[src/design/id_consts.svh]
`ifndef ID_CONSTS_SVH
`define ID_CONSTS_SVH

// Datapath and register file widths
`define ID_XLEN      32
`define ID_REG_AW    5

// Register fields inside the instruction word
`define ID_RS1_MSB   19
`define ID_RS1_LSB   15
`define ID_RS2_MSB   24
`define ID_RS2_LSB   20
`define ID_RD_MSB    11
`define ID_RD_LSB    7

// Major opcodes of the supported RV32I subset
`define ID_OPC_OP     7'b0110011
`define ID_OPC_OPIMM  7'b0010011
`define ID_OPC_LUI    7'b0110111
`define ID_OPC_AUIPC  7'b0010111
`define ID_OPC_LOAD   7'b0000011
`define ID_OPC_STORE  7'b0100011
`define ID_OPC_BRANCH 7'b1100011
`define ID_OPC_JAL    7'b1101111
`define ID_OPC_JALR   7'b1100111

// Link value added to the PC for JAL and JALR
`define ID_PC_INCR   32'd4

`endif

[src/design/id_pkg.sv]
`default_nettype none

`include "id_consts.svh"

package id_pkg;

  typedef logic [`ID_XLEN-1:0]   word_t;
  typedef logic [`ID_REG_AW-1:0] reg_addr_t;

  // LSU access size, same encoding as funct3[1:0]
  typedef logic [1:0] mem_type_t;

  // ADD must stay at zero, it is the reset value in EX
  typedef enum logic [3:0] {
    ALU_ADD,
    ALU_SUB,
    ALU_AND,
    ALU_OR,
    ALU_XOR,
    ALU_SLT,
    ALU_SLTU,
    ALU_SLL,
    ALU_SRL,
    ALU_SRA
  } alu_op_e;

  typedef enum logic [1:0] {OP_A_REGA, OP_A_CURRPC, OP_A_ZERO} op_a_sel_e;
  typedef enum logic {OP_B_REGB, OP_B_IMM} op_b_sel_e;
  typedef enum logic [1:0] {IMM_I, IMM_S, IMM_U, IMM_PCINCR} imm_sel_e;
  typedef enum logic [1:0] {JT_JAL, JT_COND, JT_JALR} jt_sel_e;
  typedef enum logic [1:0] {FW_ALU, FW_WB, FW_REGFILE} fw_sel_e;

  // Decoder output for one instruction
  typedef struct packed {
    alu_op_e   alu_op;
    op_a_sel_e op_a_sel;
    op_b_sel_e op_b_sel;
    imm_sel_e  imm_sel;
    jt_sel_e   jt_sel;
    logic      rega_used;
    logic      regb_used;
    logic      rf_we;
    logic      data_req;
    logic      data_we;
    mem_type_t data_type;
    logic      data_sign_ext;
    logic      branch;
  } dec_ctrl_t;

  // Contents of the ID/EX register
  typedef struct packed {
    alu_op_e   alu_op;
    word_t     operand_a;
    word_t     operand_b;
    word_t     pc;
    reg_addr_t waddr;
    logic      rf_we;
    logic      data_req;
    logic      data_we;
    mem_type_t data_type;
    logic      data_sign_ext;
    logic      branch_in_ex;
  } id_ex_t;

endpackage

`default_nettype wire

[src/design/id_decoder.sv]
`timescale 1ns/1ns
`default_nettype none

`include "id_consts.svh"

module id_decoder (
  input  wire id_pkg::word_t instr_i,
  input  wire                instr_valid_i,
  output id_pkg::dec_ctrl_t  ctrl_o
);

  import id_pkg::*;

  logic [6:0] opcode;
  logic [2:0] funct3;
  logic [6:0] funct7;
  logic       illegal;

  assign opcode = instr_i[6:0];
  assign funct3 = instr_i[14:12];
  assign funct7 = instr_i[31:25];

  // Shared by OP and OP-IMM, alt selects SUB/SRA
  function automatic alu_op_e alu_op_of(logic [2:0] f3, logic alt);
    alu_op_e op;
    case (f3)
      3'b000:  op = alt ? ALU_SUB : ALU_ADD;
      3'b001:  op = ALU_SLL;
      3'b010:  op = ALU_SLT;
      3'b011:  op = ALU_SLTU;
      3'b100:  op = ALU_XOR;
      3'b101:  op = alt ? ALU_SRA : ALU_SRL;
      3'b110:  op = ALU_OR;
      default: op = ALU_AND;
    endcase
    return op;
  endfunction

  always_comb begin
    // All-zero is ADD, REGA, REGB, I-immediate, nothing enabled
    ctrl_o  = '0;
    illegal = 1'b0;

    case (opcode)
      `ID_OPC_OP: begin
        ctrl_o.rega_used = 1'b1;
        ctrl_o.regb_used = 1'b1;
        ctrl_o.rf_we     = 1'b1;
        ctrl_o.alu_op    = alu_op_of(funct3, funct7[5]);
        illegal = (funct7 != 7'b0000000) &&
                  !((funct7 == 7'b0100000) && ((funct3 == 3'b000) || (funct3 == 3'b101)));
      end
      `ID_OPC_OPIMM: begin
        ctrl_o.rega_used = 1'b1;
        ctrl_o.rf_we     = 1'b1;
        ctrl_o.op_b_sel  = OP_B_IMM;
        ctrl_o.alu_op    = alu_op_of(funct3, funct7[5] && (funct3 == 3'b101));
        // Shift amounts only take the shamt field
        illegal = ((funct3 == 3'b001) && (funct7 != 7'b0000000)) ||
                  ((funct3 == 3'b101) && (funct7 != 7'b0000000) && (funct7 != 7'b0100000));
      end
      `ID_OPC_LUI: begin
        ctrl_o.rf_we    = 1'b1;
        ctrl_o.op_a_sel = OP_A_ZERO;
        ctrl_o.op_b_sel = OP_B_IMM;
        ctrl_o.imm_sel  = IMM_U;
      end
      `ID_OPC_AUIPC: begin
        ctrl_o.rf_we    = 1'b1;
        ctrl_o.op_a_sel = OP_A_CURRPC;
        ctrl_o.op_b_sel = OP_B_IMM;
        ctrl_o.imm_sel  = IMM_U;
      end
      `ID_OPC_LOAD: begin
        ctrl_o.rega_used     = 1'b1;
        ctrl_o.rf_we         = 1'b1;
        ctrl_o.data_req      = 1'b1;
        ctrl_o.op_b_sel      = OP_B_IMM;
        ctrl_o.data_type     = funct3[1:0];
        ctrl_o.data_sign_ext = !funct3[2];
        illegal = (funct3 == 3'b011) || (funct3 == 3'b110) || (funct3 == 3'b111);
      end
      `ID_OPC_STORE: begin
        ctrl_o.rega_used = 1'b1;
        ctrl_o.regb_used = 1'b1;
        ctrl_o.data_req  = 1'b1;
        ctrl_o.data_we   = 1'b1;
        ctrl_o.op_b_sel  = OP_B_IMM;
        ctrl_o.imm_sel   = IMM_S;
        ctrl_o.data_type = funct3[1:0];
        illegal = funct3[2] || (funct3[1:0] == 2'b11);
      end
      `ID_OPC_BRANCH: begin
        ctrl_o.rega_used = 1'b1;
        ctrl_o.regb_used = 1'b1;
        ctrl_o.branch    = 1'b1;
        ctrl_o.jt_sel    = JT_COND;
        // EX compares with SUB for BEQ/BNE and SLT(U) for the rest
        case (funct3[2:1])
          2'b00:   ctrl_o.alu_op = ALU_SUB;
          2'b10:   ctrl_o.alu_op = ALU_SLT;
          2'b11:   ctrl_o.alu_op = ALU_SLTU;
          default: illegal = 1'b1;
        endcase
      end
      `ID_OPC_JAL: begin
        ctrl_o.rf_we    = 1'b1;
        ctrl_o.op_a_sel = OP_A_CURRPC;
        ctrl_o.op_b_sel = OP_B_IMM;
        ctrl_o.imm_sel  = IMM_PCINCR;
        ctrl_o.jt_sel   = JT_JAL;
      end
      `ID_OPC_JALR: begin
        ctrl_o.rega_used = 1'b1;
        ctrl_o.rf_we     = 1'b1;
        ctrl_o.op_a_sel  = OP_A_CURRPC;
        ctrl_o.op_b_sel  = OP_B_IMM;
        ctrl_o.imm_sel   = IMM_PCINCR;
        ctrl_o.jt_sel    = JT_JALR;
        illegal = (funct3 != 3'b000);
      end
      default: illegal = 1'b1;
    endcase

    // Unknown or absent instruction goes down as a bubble
    if (illegal || !instr_valid_i) begin
      ctrl_o.rega_used = 1'b0;
      ctrl_o.regb_used = 1'b0;
      ctrl_o.rf_we     = 1'b0;
      ctrl_o.data_req  = 1'b0;
      ctrl_o.data_we   = 1'b0;
      ctrl_o.branch    = 1'b0;
    end
  end

endmodule

`default_nettype wire

[src/design/id_ex_pipe.sv]
`timescale 1ns/1ns
`default_nettype none

module id_ex_pipe (
  input  wire                 clk,
  input  wire                 rst_n,
  input  wire                 id_valid_i,
  input  wire                 ex_ready_i,
  input  wire id_pkg::id_ex_t next_i,
  output id_pkg::id_ex_t      ex_o
);

  //////////////////////////////////////////////////////////////////////
  // ID/EX register
  //////////////////////////////////////////////////////////////////////

  always_ff @(posedge clk or negedge rst_n) begin
    if (!rst_n) begin
      // Zero also encodes ADD for alu_op
      ex_o <= '0;
    end else if (id_valid_i) begin
      ex_o.alu_op        <= next_i.alu_op;
      ex_o.operand_a     <= next_i.operand_a;
      ex_o.operand_b     <= next_i.operand_b;
      ex_o.rf_we         <= next_i.rf_we;
      ex_o.data_req      <= next_i.data_req;
      ex_o.data_we       <= next_i.data_we;
      ex_o.data_type     <= next_i.data_type;
      ex_o.data_sign_ext <= next_i.data_sign_ext;
      ex_o.branch_in_ex  <= next_i.branch_in_ex;

      // PC is only consumed by branch compare and LSU
      if (next_i.branch_in_ex || next_i.data_req) begin
        ex_o.pc <= next_i.pc;
      end

      if (next_i.rf_we) begin
        ex_o.waddr <= next_i.waddr;
      end
    end else if (ex_ready_i) begin
      // EX moves on without a new instruction, so send a bubble
      ex_o.rf_we        <= 1'b0;
      ex_o.data_req     <= 1'b0;
      ex_o.branch_in_ex <= 1'b0;
    end
  end

endmodule

`default_nettype wire

[src/design/id_forward_ctrl.sv]
`timescale 1ns/1ns
`default_nettype none

module id_forward_ctrl (
  input  wire id_pkg::reg_addr_t rs1_i,
  input  wire id_pkg::reg_addr_t rs2_i,
  input  wire id_pkg::dec_ctrl_t ctrl_i,
  input  wire id_pkg::id_ex_t    ex_i,
  input  wire                    alu_fw_we_i,
  input  wire id_pkg::reg_addr_t alu_fw_waddr_i,
  input  wire                    wb_we_i,
  input  wire id_pkg::reg_addr_t wb_waddr_i,
  output id_pkg::fw_sel_e        fw_a_o,
  output id_pkg::fw_sel_e        fw_b_o,
  output logic                   load_stall_o
);

  import id_pkg::*;

  logic ex_is_load;
  logic ex_hits_rs1;
  logic ex_hits_rs2;

  // ALU port is younger than writeback so it wins
  // x0 never forwards
  function automatic fw_sel_e pick_source(reg_addr_t rs, logic used);
    fw_sel_e sel;
    sel = FW_REGFILE;
    if (used && (rs != '0)) begin
      if (alu_fw_we_i && (alu_fw_waddr_i == rs)) begin
        sel = FW_ALU;
      end else if (wb_we_i && (wb_waddr_i == rs)) begin
        sel = FW_WB;
      end
    end
    return sel;
  endfunction

  always_comb begin
    fw_a_o = pick_source(rs1_i, ctrl_i.rega_used);
    fw_b_o = pick_source(rs2_i, ctrl_i.regb_used);
  end

  // Load data only arrives after EX, so a dependent instruction waits
  assign ex_is_load  = ex_i.data_req && !ex_i.data_we && ex_i.rf_we && (ex_i.waddr != '0);
  assign ex_hits_rs1 = ctrl_i.rega_used && (rs1_i == ex_i.waddr);
  assign ex_hits_rs2 = ctrl_i.regb_used && (rs2_i == ex_i.waddr);

  assign load_stall_o = ex_is_load && (ex_hits_rs1 || ex_hits_rs2);

endmodule

`default_nettype wire

[src/design/id_operand_mux.sv]
`timescale 1ns/1ns
`default_nettype none

`include "id_consts.svh"

module id_operand_mux (
  input  wire id_pkg::word_t     instr_i,
  input  wire id_pkg::word_t     pc_i,
  input  wire id_pkg::word_t     rdata_a_i,
  input  wire id_pkg::word_t     rdata_b_i,
  input  wire id_pkg::word_t     alu_fw_wdata_i,
  input  wire id_pkg::word_t     wb_wdata_i,
  input  wire id_pkg::dec_ctrl_t ctrl_i,
  input  wire id_pkg::fw_sel_e   fw_a_i,
  input  wire id_pkg::fw_sel_e   fw_b_i,
  output id_pkg::word_t          operand_a_o,
  output id_pkg::word_t          operand_b_o,
  output id_pkg::word_t          jump_target_o
);

  import id_pkg::*;

  word_t imm_i;
  word_t imm_s;
  word_t imm_b;
  word_t imm_u;
  word_t imm_j;
  word_t imm_op_b;
  word_t fw_a;
  word_t fw_b;

  //////////////////////////////////////////////////////////////////////
  // Immediates
  //////////////////////////////////////////////////////////////////////

  assign imm_i = {{20{instr_i[31]}}, instr_i[31:20]};
  assign imm_s = {{20{instr_i[31]}}, instr_i[31:25], instr_i[11:7]};
  assign imm_b = {{19{instr_i[31]}}, instr_i[31], instr_i[7], instr_i[30:25],
                  instr_i[11:8], 1'b0};
  assign imm_u = {instr_i[31:12], 12'b0};
  assign imm_j = {{12{instr_i[31]}}, instr_i[19:12], instr_i[20], instr_i[30:21], 1'b0};

  always_comb begin
    case (ctrl_i.imm_sel)
      IMM_S:      imm_op_b = imm_s;
      IMM_U:      imm_op_b = imm_u;
      IMM_PCINCR: imm_op_b = `ID_PC_INCR;
      default:    imm_op_b = imm_i;
    endcase
  end

  //////////////////////////////////////////////////////////////////////
  // Forwarding, then operand selection
  //////////////////////////////////////////////////////////////////////

  always_comb begin
    case (fw_a_i)
      FW_ALU:  fw_a = alu_fw_wdata_i;
      FW_WB:   fw_a = wb_wdata_i;
      default: fw_a = rdata_a_i;
    endcase
  end

  always_comb begin
    case (fw_b_i)
      FW_ALU:  fw_b = alu_fw_wdata_i;
      FW_WB:   fw_b = wb_wdata_i;
      default: fw_b = rdata_b_i;
    endcase
  end

  always_comb begin
    case (ctrl_i.op_a_sel)
      OP_A_CURRPC: operand_a_o = pc_i;
      OP_A_ZERO:   operand_a_o = '0;
      default:     operand_a_o = fw_a;
    endcase
  end

  assign operand_b_o = (ctrl_i.op_b_sel == OP_B_IMM) ? imm_op_b : fw_b;

  // JALR base is the raw register value, forwarding would lengthen this path
  always_comb begin
    case (ctrl_i.jt_sel)
      JT_JAL:  jump_target_o = pc_i + imm_j;
      JT_COND: jump_target_o = pc_i + imm_b;
      default: jump_target_o = rdata_a_i + imm_i;
    endcase
  end

endmodule

`default_nettype wire

[src/design/id_regfile.sv]
`timescale 1ns/1ns
`default_nettype none

module id_regfile (
  input  wire                clk,
  input  wire                rst_n,
  input  wire id_pkg::reg_addr_t raddr_a_i,
  input  wire id_pkg::reg_addr_t raddr_b_i,
  output id_pkg::word_t      rdata_a_o,
  output id_pkg::word_t      rdata_b_o,
  input  wire                we_i,
  input  wire id_pkg::reg_addr_t waddr_i,
  input  wire id_pkg::word_t wdata_i
);

  // x0 has no storage
  id_pkg::word_t regs [1:31];

  always_ff @(posedge clk or negedge rst_n) begin
    if (!rst_n) begin
      for (int i = 1; i < 32; i++) begin
        regs[i] <= '0;
      end
    end else if (we_i && (waddr_i != '0)) begin
      regs[waddr_i] <= wdata_i;
    end
  end

  assign rdata_a_o = (raddr_a_i == '0) ? '0 : regs[raddr_a_i];
  assign rdata_b_o = (raddr_b_i == '0) ? '0 : regs[raddr_b_i];

endmodule

`default_nettype wire

[src/design/id_stage.sv]
`timescale 1ns/1ns
`default_nettype none

`include "id_consts.svh"

module id_stage (
  input  wire                    clk,
  input  wire                    rst_n,
  // Fetch side
  input  wire                    instr_valid_i,
  input  wire id_pkg::word_t     instr_i,
  input  wire id_pkg::word_t     pc_i,
  // Writeback write port
  input  wire                    wb_we_i,
  input  wire id_pkg::reg_addr_t wb_waddr_i,
  input  wire id_pkg::word_t     wb_wdata_i,
  // EX ALU result, forward only
  input  wire                    alu_fw_we_i,
  input  wire id_pkg::reg_addr_t alu_fw_waddr_i,
  input  wire id_pkg::word_t     alu_fw_wdata_i,
  input  wire                    ex_ready_i,
  output logic                   id_ready_o,
  output logic                   id_valid_o,
  output id_pkg::id_ex_t         ex_o,
  output id_pkg::word_t          jump_target_o
);

  import id_pkg::*;

  reg_addr_t rs1;
  reg_addr_t rs2;
  reg_addr_t rd;
  word_t     rdata_a;
  word_t     rdata_b;
  word_t     operand_a;
  word_t     operand_b;
  dec_ctrl_t dec_ctrl;
  fw_sel_e   fw_a;
  fw_sel_e   fw_b;
  logic      load_stall;
  id_ex_t    id_next;

  assign rs1 = instr_i[`ID_RS1_MSB:`ID_RS1_LSB];
  assign rs2 = instr_i[`ID_RS2_MSB:`ID_RS2_LSB];
  assign rd  = instr_i[`ID_RD_MSB:`ID_RD_LSB];

  id_regfile regfile_i (
    .clk       (clk),
    .rst_n     (rst_n),
    .raddr_a_i (rs1),
    .raddr_b_i (rs2),
    .rdata_a_o (rdata_a),
    .rdata_b_o (rdata_b),
    .we_i      (wb_we_i),
    .waddr_i   (wb_waddr_i),
    .wdata_i   (wb_wdata_i)
  );

  id_decoder decoder_i (
    .instr_i       (instr_i),
    .instr_valid_i (instr_valid_i),
    .ctrl_o        (dec_ctrl)
  );

  id_forward_ctrl forward_ctrl_i (
    .rs1_i          (rs1),
    .rs2_i          (rs2),
    .ctrl_i         (dec_ctrl),
    .ex_i           (ex_o),
    .alu_fw_we_i    (alu_fw_we_i),
    .alu_fw_waddr_i (alu_fw_waddr_i),
    .wb_we_i        (wb_we_i),
    .wb_waddr_i     (wb_waddr_i),
    .fw_a_o         (fw_a),
    .fw_b_o         (fw_b),
    .load_stall_o   (load_stall)
  );

  id_operand_mux operand_mux_i (
    .instr_i        (instr_i),
    .pc_i           (pc_i),
    .rdata_a_i      (rdata_a),
    .rdata_b_i      (rdata_b),
    .alu_fw_wdata_i (alu_fw_wdata_i),
    .wb_wdata_i     (wb_wdata_i),
    .ctrl_i         (dec_ctrl),
    .fw_a_i         (fw_a),
    .fw_b_i         (fw_b),
    .operand_a_o    (operand_a),
    .operand_b_o    (operand_b),
    .jump_target_o  (jump_target_o)
  );

  assign id_next = '{
    alu_op:        dec_ctrl.alu_op,
    operand_a:     operand_a,
    operand_b:     operand_b,
    pc:            pc_i,
    waddr:         rd,
    rf_we:         dec_ctrl.rf_we,
    data_req:      dec_ctrl.data_req,
    data_we:       dec_ctrl.data_we,
    data_type:     dec_ctrl.data_type,
    data_sign_ext: dec_ctrl.data_sign_ext,
    branch_in_ex:  dec_ctrl.branch
  };

  id_ex_pipe ex_pipe_i (
    .clk        (clk),
    .rst_n      (rst_n),
    .id_valid_i (id_valid_o),
    .ex_ready_i (ex_ready_i),
    .next_i     (id_next),
    .ex_o       (ex_o)
  );

  // Stage handshake
  assign id_ready_o = !load_stall && ex_ready_i;
  assign id_valid_o = instr_valid_i && id_ready_o;

endmodule

`default_nettype wire

[config.mk]
export PLATFORM = sky130hd
export DESIGN_NAME = id_stage
export DESIGN_NICKNAME = d
export VERILOG_FILES = /design/src/design/id_pkg.sv /design/src/design/id_decoder.sv /design/src/design/id_ex_pipe.sv /design/src/design/id_forward_ctrl.sv /design/src/design/id_operand_mux.sv /design/src/design/id_regfile.sv /design/src/design/id_stage.sv
export VERILOG_INCLUDE_DIRS = /design/src /design/src/design
export SDC_FILE = /design/constraint.sdc
export NUM_CORES = 2
export LEC_CHECK = 0
export BUFFER_PORTS_ARGS = -buffer_cell sky130_fd_sc_hd__buf_4
export CORE_ASPECT_RATIO = 1.4
export CORE_MARGIN = 2
export CORE_UTILIZATION = 35
export DETAILED_ROUTE_END_ITERATION = 8
export PLACE_DENSITY = 0.56
export SLEW_MARGIN = 25
export SYNTH_ARGS = -nofsm -noshare
export SYNTH_HDL_FRONTEND = slang
export SYNTH_HIERARCHICAL = 1
export SYNTH_SLANG_ARGS = --single-unit
export TNS_END_PERCENT = 50
[constraint.sdc]
create_clock -name clk -period 10.25 [get_ports clk]
set_input_delay 1.025 -clock clk [delete_from_list [all_inputs] [get_ports clk]]
set_output_delay 1.025 -clock clk [all_outputs]
set_load 0.05 [all_outputs]
Word level (Yosys, flattened, before mapping)

Index checks and enable logic that the tools add are counted.

Flip-flop bits (word level): 1104
Input port bits: 144
Output and inout bits: 146
Word-level logic and storage cells: 199

Add/subtract/negate cells: 3
$lt $le $gt $ge: 4
Eq/ne operators: 35
Multiplexer cells: 51
Bitwise logic cells: 3
Reductions and logical operators: 61

Operator list:

| operator                                                  | number |
|---|---|
| bitwise mux 992 bit                                       | 1 |
| binary-select mux 32 bit (select 5 bit)                   | 2 |
| two-way mux 32 bit                                        | 8 |
| case mux 32 bit (2 select lines)                          | 4 |
| demux 32 bit (select 5 bit)                               | 1 |
| adder 32 bit                                              | 3 |
| case mux 32 bit (3 select lines)                          | 1 |
| case mux 4 bit (7 select lines)                           | 2 |
| equality test 5 bit                                       | 6 |
| equality test 7 x 6 -> 1 bit (second input constant)      | 4 |
| logical AND 1 bit                                         | 22 |
| equality test 7 bit (second input constant)               | 3 |
| nonzero test 5 bit                                        | 4 |
| greater-or-equal comparator 6 bit (second input constant) | 3 |
| two-way mux 2 bit                                         | 9 |
| inverter 5 -> 6 bit                                       | 3 |
| two-way mux 1 bit                                         | 16 |
| equality test 7 x 5 -> 1 bit (second input constant)      | 2 |
| OR reduction 7 bit                                        | 2 |
| equality test 2 bit (second input constant)               | 6 |
| equality test 3 bit (second input constant)               | 4 |
| case mux 4 bit (3 select lines)                           | 1 |
| OR reduction 3 bit                                        | 4 |
| equality test 2 x 1 -> 1 bit (second input constant)      | 5 |
| other kinds (21)                                          | 41 |

Longest topological paths before layout

Depth in word-level cells: 15
Mapped depth: 19
Gate-level depth less buffers: 15

Modules after synthesis

The synthesis kept the hierarchy.

Modules (own cells, without submodules):

| module          | instances | cells each | area an instance (µm²) | seq. area each (µm²) |
|---|---|---|---|---|
| id_regfile      | 1         | 3612       | 53491.3                | 24823.8 |
| id_operand_mux  | 1         | 867        | 5748.0                 | 0.0 |
| id_ex_pipe      | 1         | 239        | 4419.2                 | 2802.7 |
| id_decoder      | 1         | 83         | 518.0                  | 0.0 |
| id_forward_ctrl | 1         | 55         | 419.2                  | 0.0 |
| id_stage        | 1         | 2          | 15.0                   | 0.0 |

Least setup slack after synthesis

Ideal clock, no wire load.

Path type: input-to-output
Start: input port instr_i[2]
End: output port jump_target_o[27]
Arrival time: 5724 ps
Required time: 9225 ps
Path slack: 3501 ps
Stages on the path: 18
Path buffers: 3
Cells stage by stage: clkbuf_1 > nand3_1 > nor3_1 > clkbuf_8 > inv_1 > nand2_1 > buf_1 > mux2_2 > ha_1 > fa_1 > a211oi_1 > o21ai_2 > o2111ai_2 > a211oi_1 > o2111ai_1 > a21boi_1 > o21a_1 > o31ai_1

RTL lines:

| element         | RTL line       | text |
|---|---|---|
| start, declared | id_stage.sv:11 | `input wire id_pkg::word_t instr_i,` |
| end, declared   | id_stage.sv:25 | `output id_pkg::word_t jump_target_o` |

==> qor.yml <==
outcome: "completed"
multiInputGateArea_um2: 34800
critPathArrivalTime_ns: 6.37
p_comb_share_pct: 26.7
grtUsageTotal_pct: 24.5
final_common_cell: "mux2_2"
synthCells: 4858
dr.pass1.iters: 5
worstPathMaxFanout: 43
gp_congestion: 0.944
fin_worst_skew_ns: 0.0771
max_freq_ghz: 0.135
finalSetupTns_ns: 0
clock_sinks: 1104
synth_top_family_by_area: "multiplexers"
die_y_um: 512
synth_area_um2: 64600
p_per_area_nw_per_um2: 193
area_growth_syn_to_layout_pct: 12.5
ys_ff_latch: 1104
ys_async_sr_fraction_pct: 100
numPortBuffers: 289
seq_power_share_pct: 41.5
drt_iter0_drc: 3765
io_pins: 290
synth_mux_area_share_pct: 39.5
yosys.area.top_type: "dfrtp_1"
wl_per_cell_um: 31.6
synth.area.top_cells: "dfrtp_1 43%, mux2_2 19%, mux4_2 13%"
num_rows: 186
drc: 0
min_period_over_period_pct: 72.2
critPathKind: "in2out"
intPower_mw: 9.58
grt_max_degree: 147
fill_cells: 17405
r2r_cells: 6
hold_viol_final: 0
peakVddDrop_mv: 0.162
max-cap-violations: 0
end_kind: "output port"
drv_slew: 0
power_leakage_nw: 31.6
final_nets: 5100
synth_top_area_share_pct: 42.8
core_um2: 183000
synth_fa_ha_area_share_pct: 1.32
ys_seq_area_share_pct: 42.8
synth-compound-area-share_pct: 7.63
cts-root-buf: "clkbuf_16"
yosys.area_share.xor_xnor_pct: 1.10
synth_cell_type_count: 96
die_area_um2: 188000
mostFrequentLayoutCells: "1110 x mux2_2, 1104 x dfrtp_1, 377 x mux4_2"
fp.dieW_um: 367
drive_gt1_share_pct: 44.1
worstMarginPinSlew_ns: 1.11
p_sw_mw: 4.45
grt.overflow.total: 0
cts_tree: "yes"
hp-class: "in2async"
ant_nets: 0
p_clk_share_pct: 31.8
grt_pass1_vias: 46299
synth_edf_count: 0
clkLatencyLatePin_ns: 0.79
wirelength_um: 235000
cts-buffers-inserted: 110
vias: 44884
avgSynthCellArea_um2: 13.3
post_cts.repair.setup_buffers: 0
yosysWarnings: 6
slew_headroom_pct: 26.3
switching_share_pct: 31.7
synthSimpleGateAreaFrac_pct: 3.95
cts_resized: 0
finalCriticalPeriod_ns: 7.40
power_mw: 14.0
synth.net_count: 5069
startpoint_type: "input port"
grt_first_pass_wirelength_um: 339000
grt_setup_unrepaired: "false"
vias_per_cell: 6.04
report.final.setup_viol: 0
antenna_found_initial: 10
crit_required_ns: 9.23
cts.path.max_buffers: 3
place_hpwl_um: 147000
cts_hold_buf: 0
start_util_pct: 35.2
path_clk_slew_ns: 0.06
htree_levels: 3
seq_area_um2: 27600
ys.flop_type: "dfrtp_1"
stage by stage:
step                setup WS [ns]  instances  cell area [µm²]  util (%)  hold slack, ns
finish                       2.85       7430            72700      39.6           0.317
global route                 2.56       7428            72700      39.6           0.368
CTS                          2.90       7427            72600      39.6           0.300
detailed placement           2.91       7221            68700      37.4           0.495
global placement             2.91       7221            68700      37.4           0.482
floorplan                    3.50       4858            64600         -           0.470
synthesized netlist by cell type (34+ instances only):
| master | number |
|---|---|
| mux2_2 | 1110 |
| dfrtp_1 | 1104 |
| mux4_2 | 377 |
| mux2i_1 | 344 |
| clkbuf_1 | 198 |
| buf_2 | 170 |
| nand2_1 | 134 |
| a21oi_1 | 119 |
| nor2_1 | 113 |
| o21ai_0 | 110 |
| a22oi_1 | 102 |
| ha_1 | 65 |
| mux2_4 | 57 |
| xor2_1 | 54 |
| nor2b_1 | 53 |
| nor3_1 | 45 |
| o211ai_1 | 45 |
| a221oi_1 | 44 |
| nand3_1 | 41 |
| buf_4 | 39 |
| a22o_1 | 38 |
| and3_1 | 34 |
layer usage:
metal  GRT usage (%)  up-vias  wire length (µm)
met5               0        -                81
met2            41.4     1752            115000
li1                -    18610                 -
met1            30.6    24021             92900
met4            12.2       16             12700
met3            3.47      485             13600
power groups by stage:
stage	sequential, mW	clock [mW]	combinational (mW)
after floorplan	5.94	0	2.42
after global placement	5.84	0	3.68
after detailed placement	5.88	0	3.73
after CTS	5.80	4.54	3.74
after global routing	5.92	4.71	3.96
final	5.82	4.46	3.75
worst max-delay path: stages:
cell,delay [ns]
buf_4,0.15
nand3b_1,0.22
nor3_2,0.18
buf_4,0.46
inv_1,0.52
nand2_1,0.55
mux2_2,0.40
ha_1,0.23
fa_1,0.44
a211oi_1,0.31
o21ai_2,0.15
o2111ai_2,0.34
a211oi_1,0.19
o2111ai_1,0.27
a21boi_1,0.12
o21a_1,0.19
o31ai_1,0.30
buf_4,0.27
layout make-up:
| type | instances | share of cell area, % |
|---|---|---|
| multi-input cells | 3258 | 47.9 |
| flip-flops and latches | 1104 | 38.0 |
| clock buffers | 157 | 4.39 |
| repair buffers | 383 | 4.22 |
| well taps | 2444 | 4.21 |
| clock inverters | 49 | 1.07 |
| inverters | 32 | 0.165 |
| diodes | 3 | 0.0103 |
cells by family (layout without fill, tap and decap cells):
family	count (synthesis)	count (layout)
simple gates	511	511
mux	1907	1907
buf+inv	496	621
flops	1104	1104
compound gates	692	692
fa+ha+maj	67	67
xor+xnor	81	81
other cells	0	3
flip-flops by register name, summed over array words and instances, names as in the netlist:
signal          count
ex_pipe_i/ex_o    112
regfile_i/regs    992
path summary, 6_finish.rpt:
check / from / endpoint / slack [ns]
worst min-delay path: rst_n / regfile_i/regs[138]$_DFFE_PN0P_ / 0.32
worst max-delay path: instr_i[4] / jump_target_o[27] / 2.85
worst min register to register: ex_pipe_i/ex_o[111]$_DFFE_PN0P_ / ex_pipe_i/ex_o[111]$_DFFE_PN0P_ / 0.51
worst max register to register: ex_pipe_i/ex_o[8]$_DFFE_PN0P_ / ex_pipe_i/ex_o[57]$_DFFE_PN0P_ / 6.96
max in group asynchronous: rst_n / regfile_i/regs[503]$_DFFE_PN0P_ / 7.75
min in group clk: instr_i[9] / ex_pipe_i/ex_o[9]$_DFFE_PN0P_ / 0.50
No activity file was read; power rests on OpenSTA's default activity.
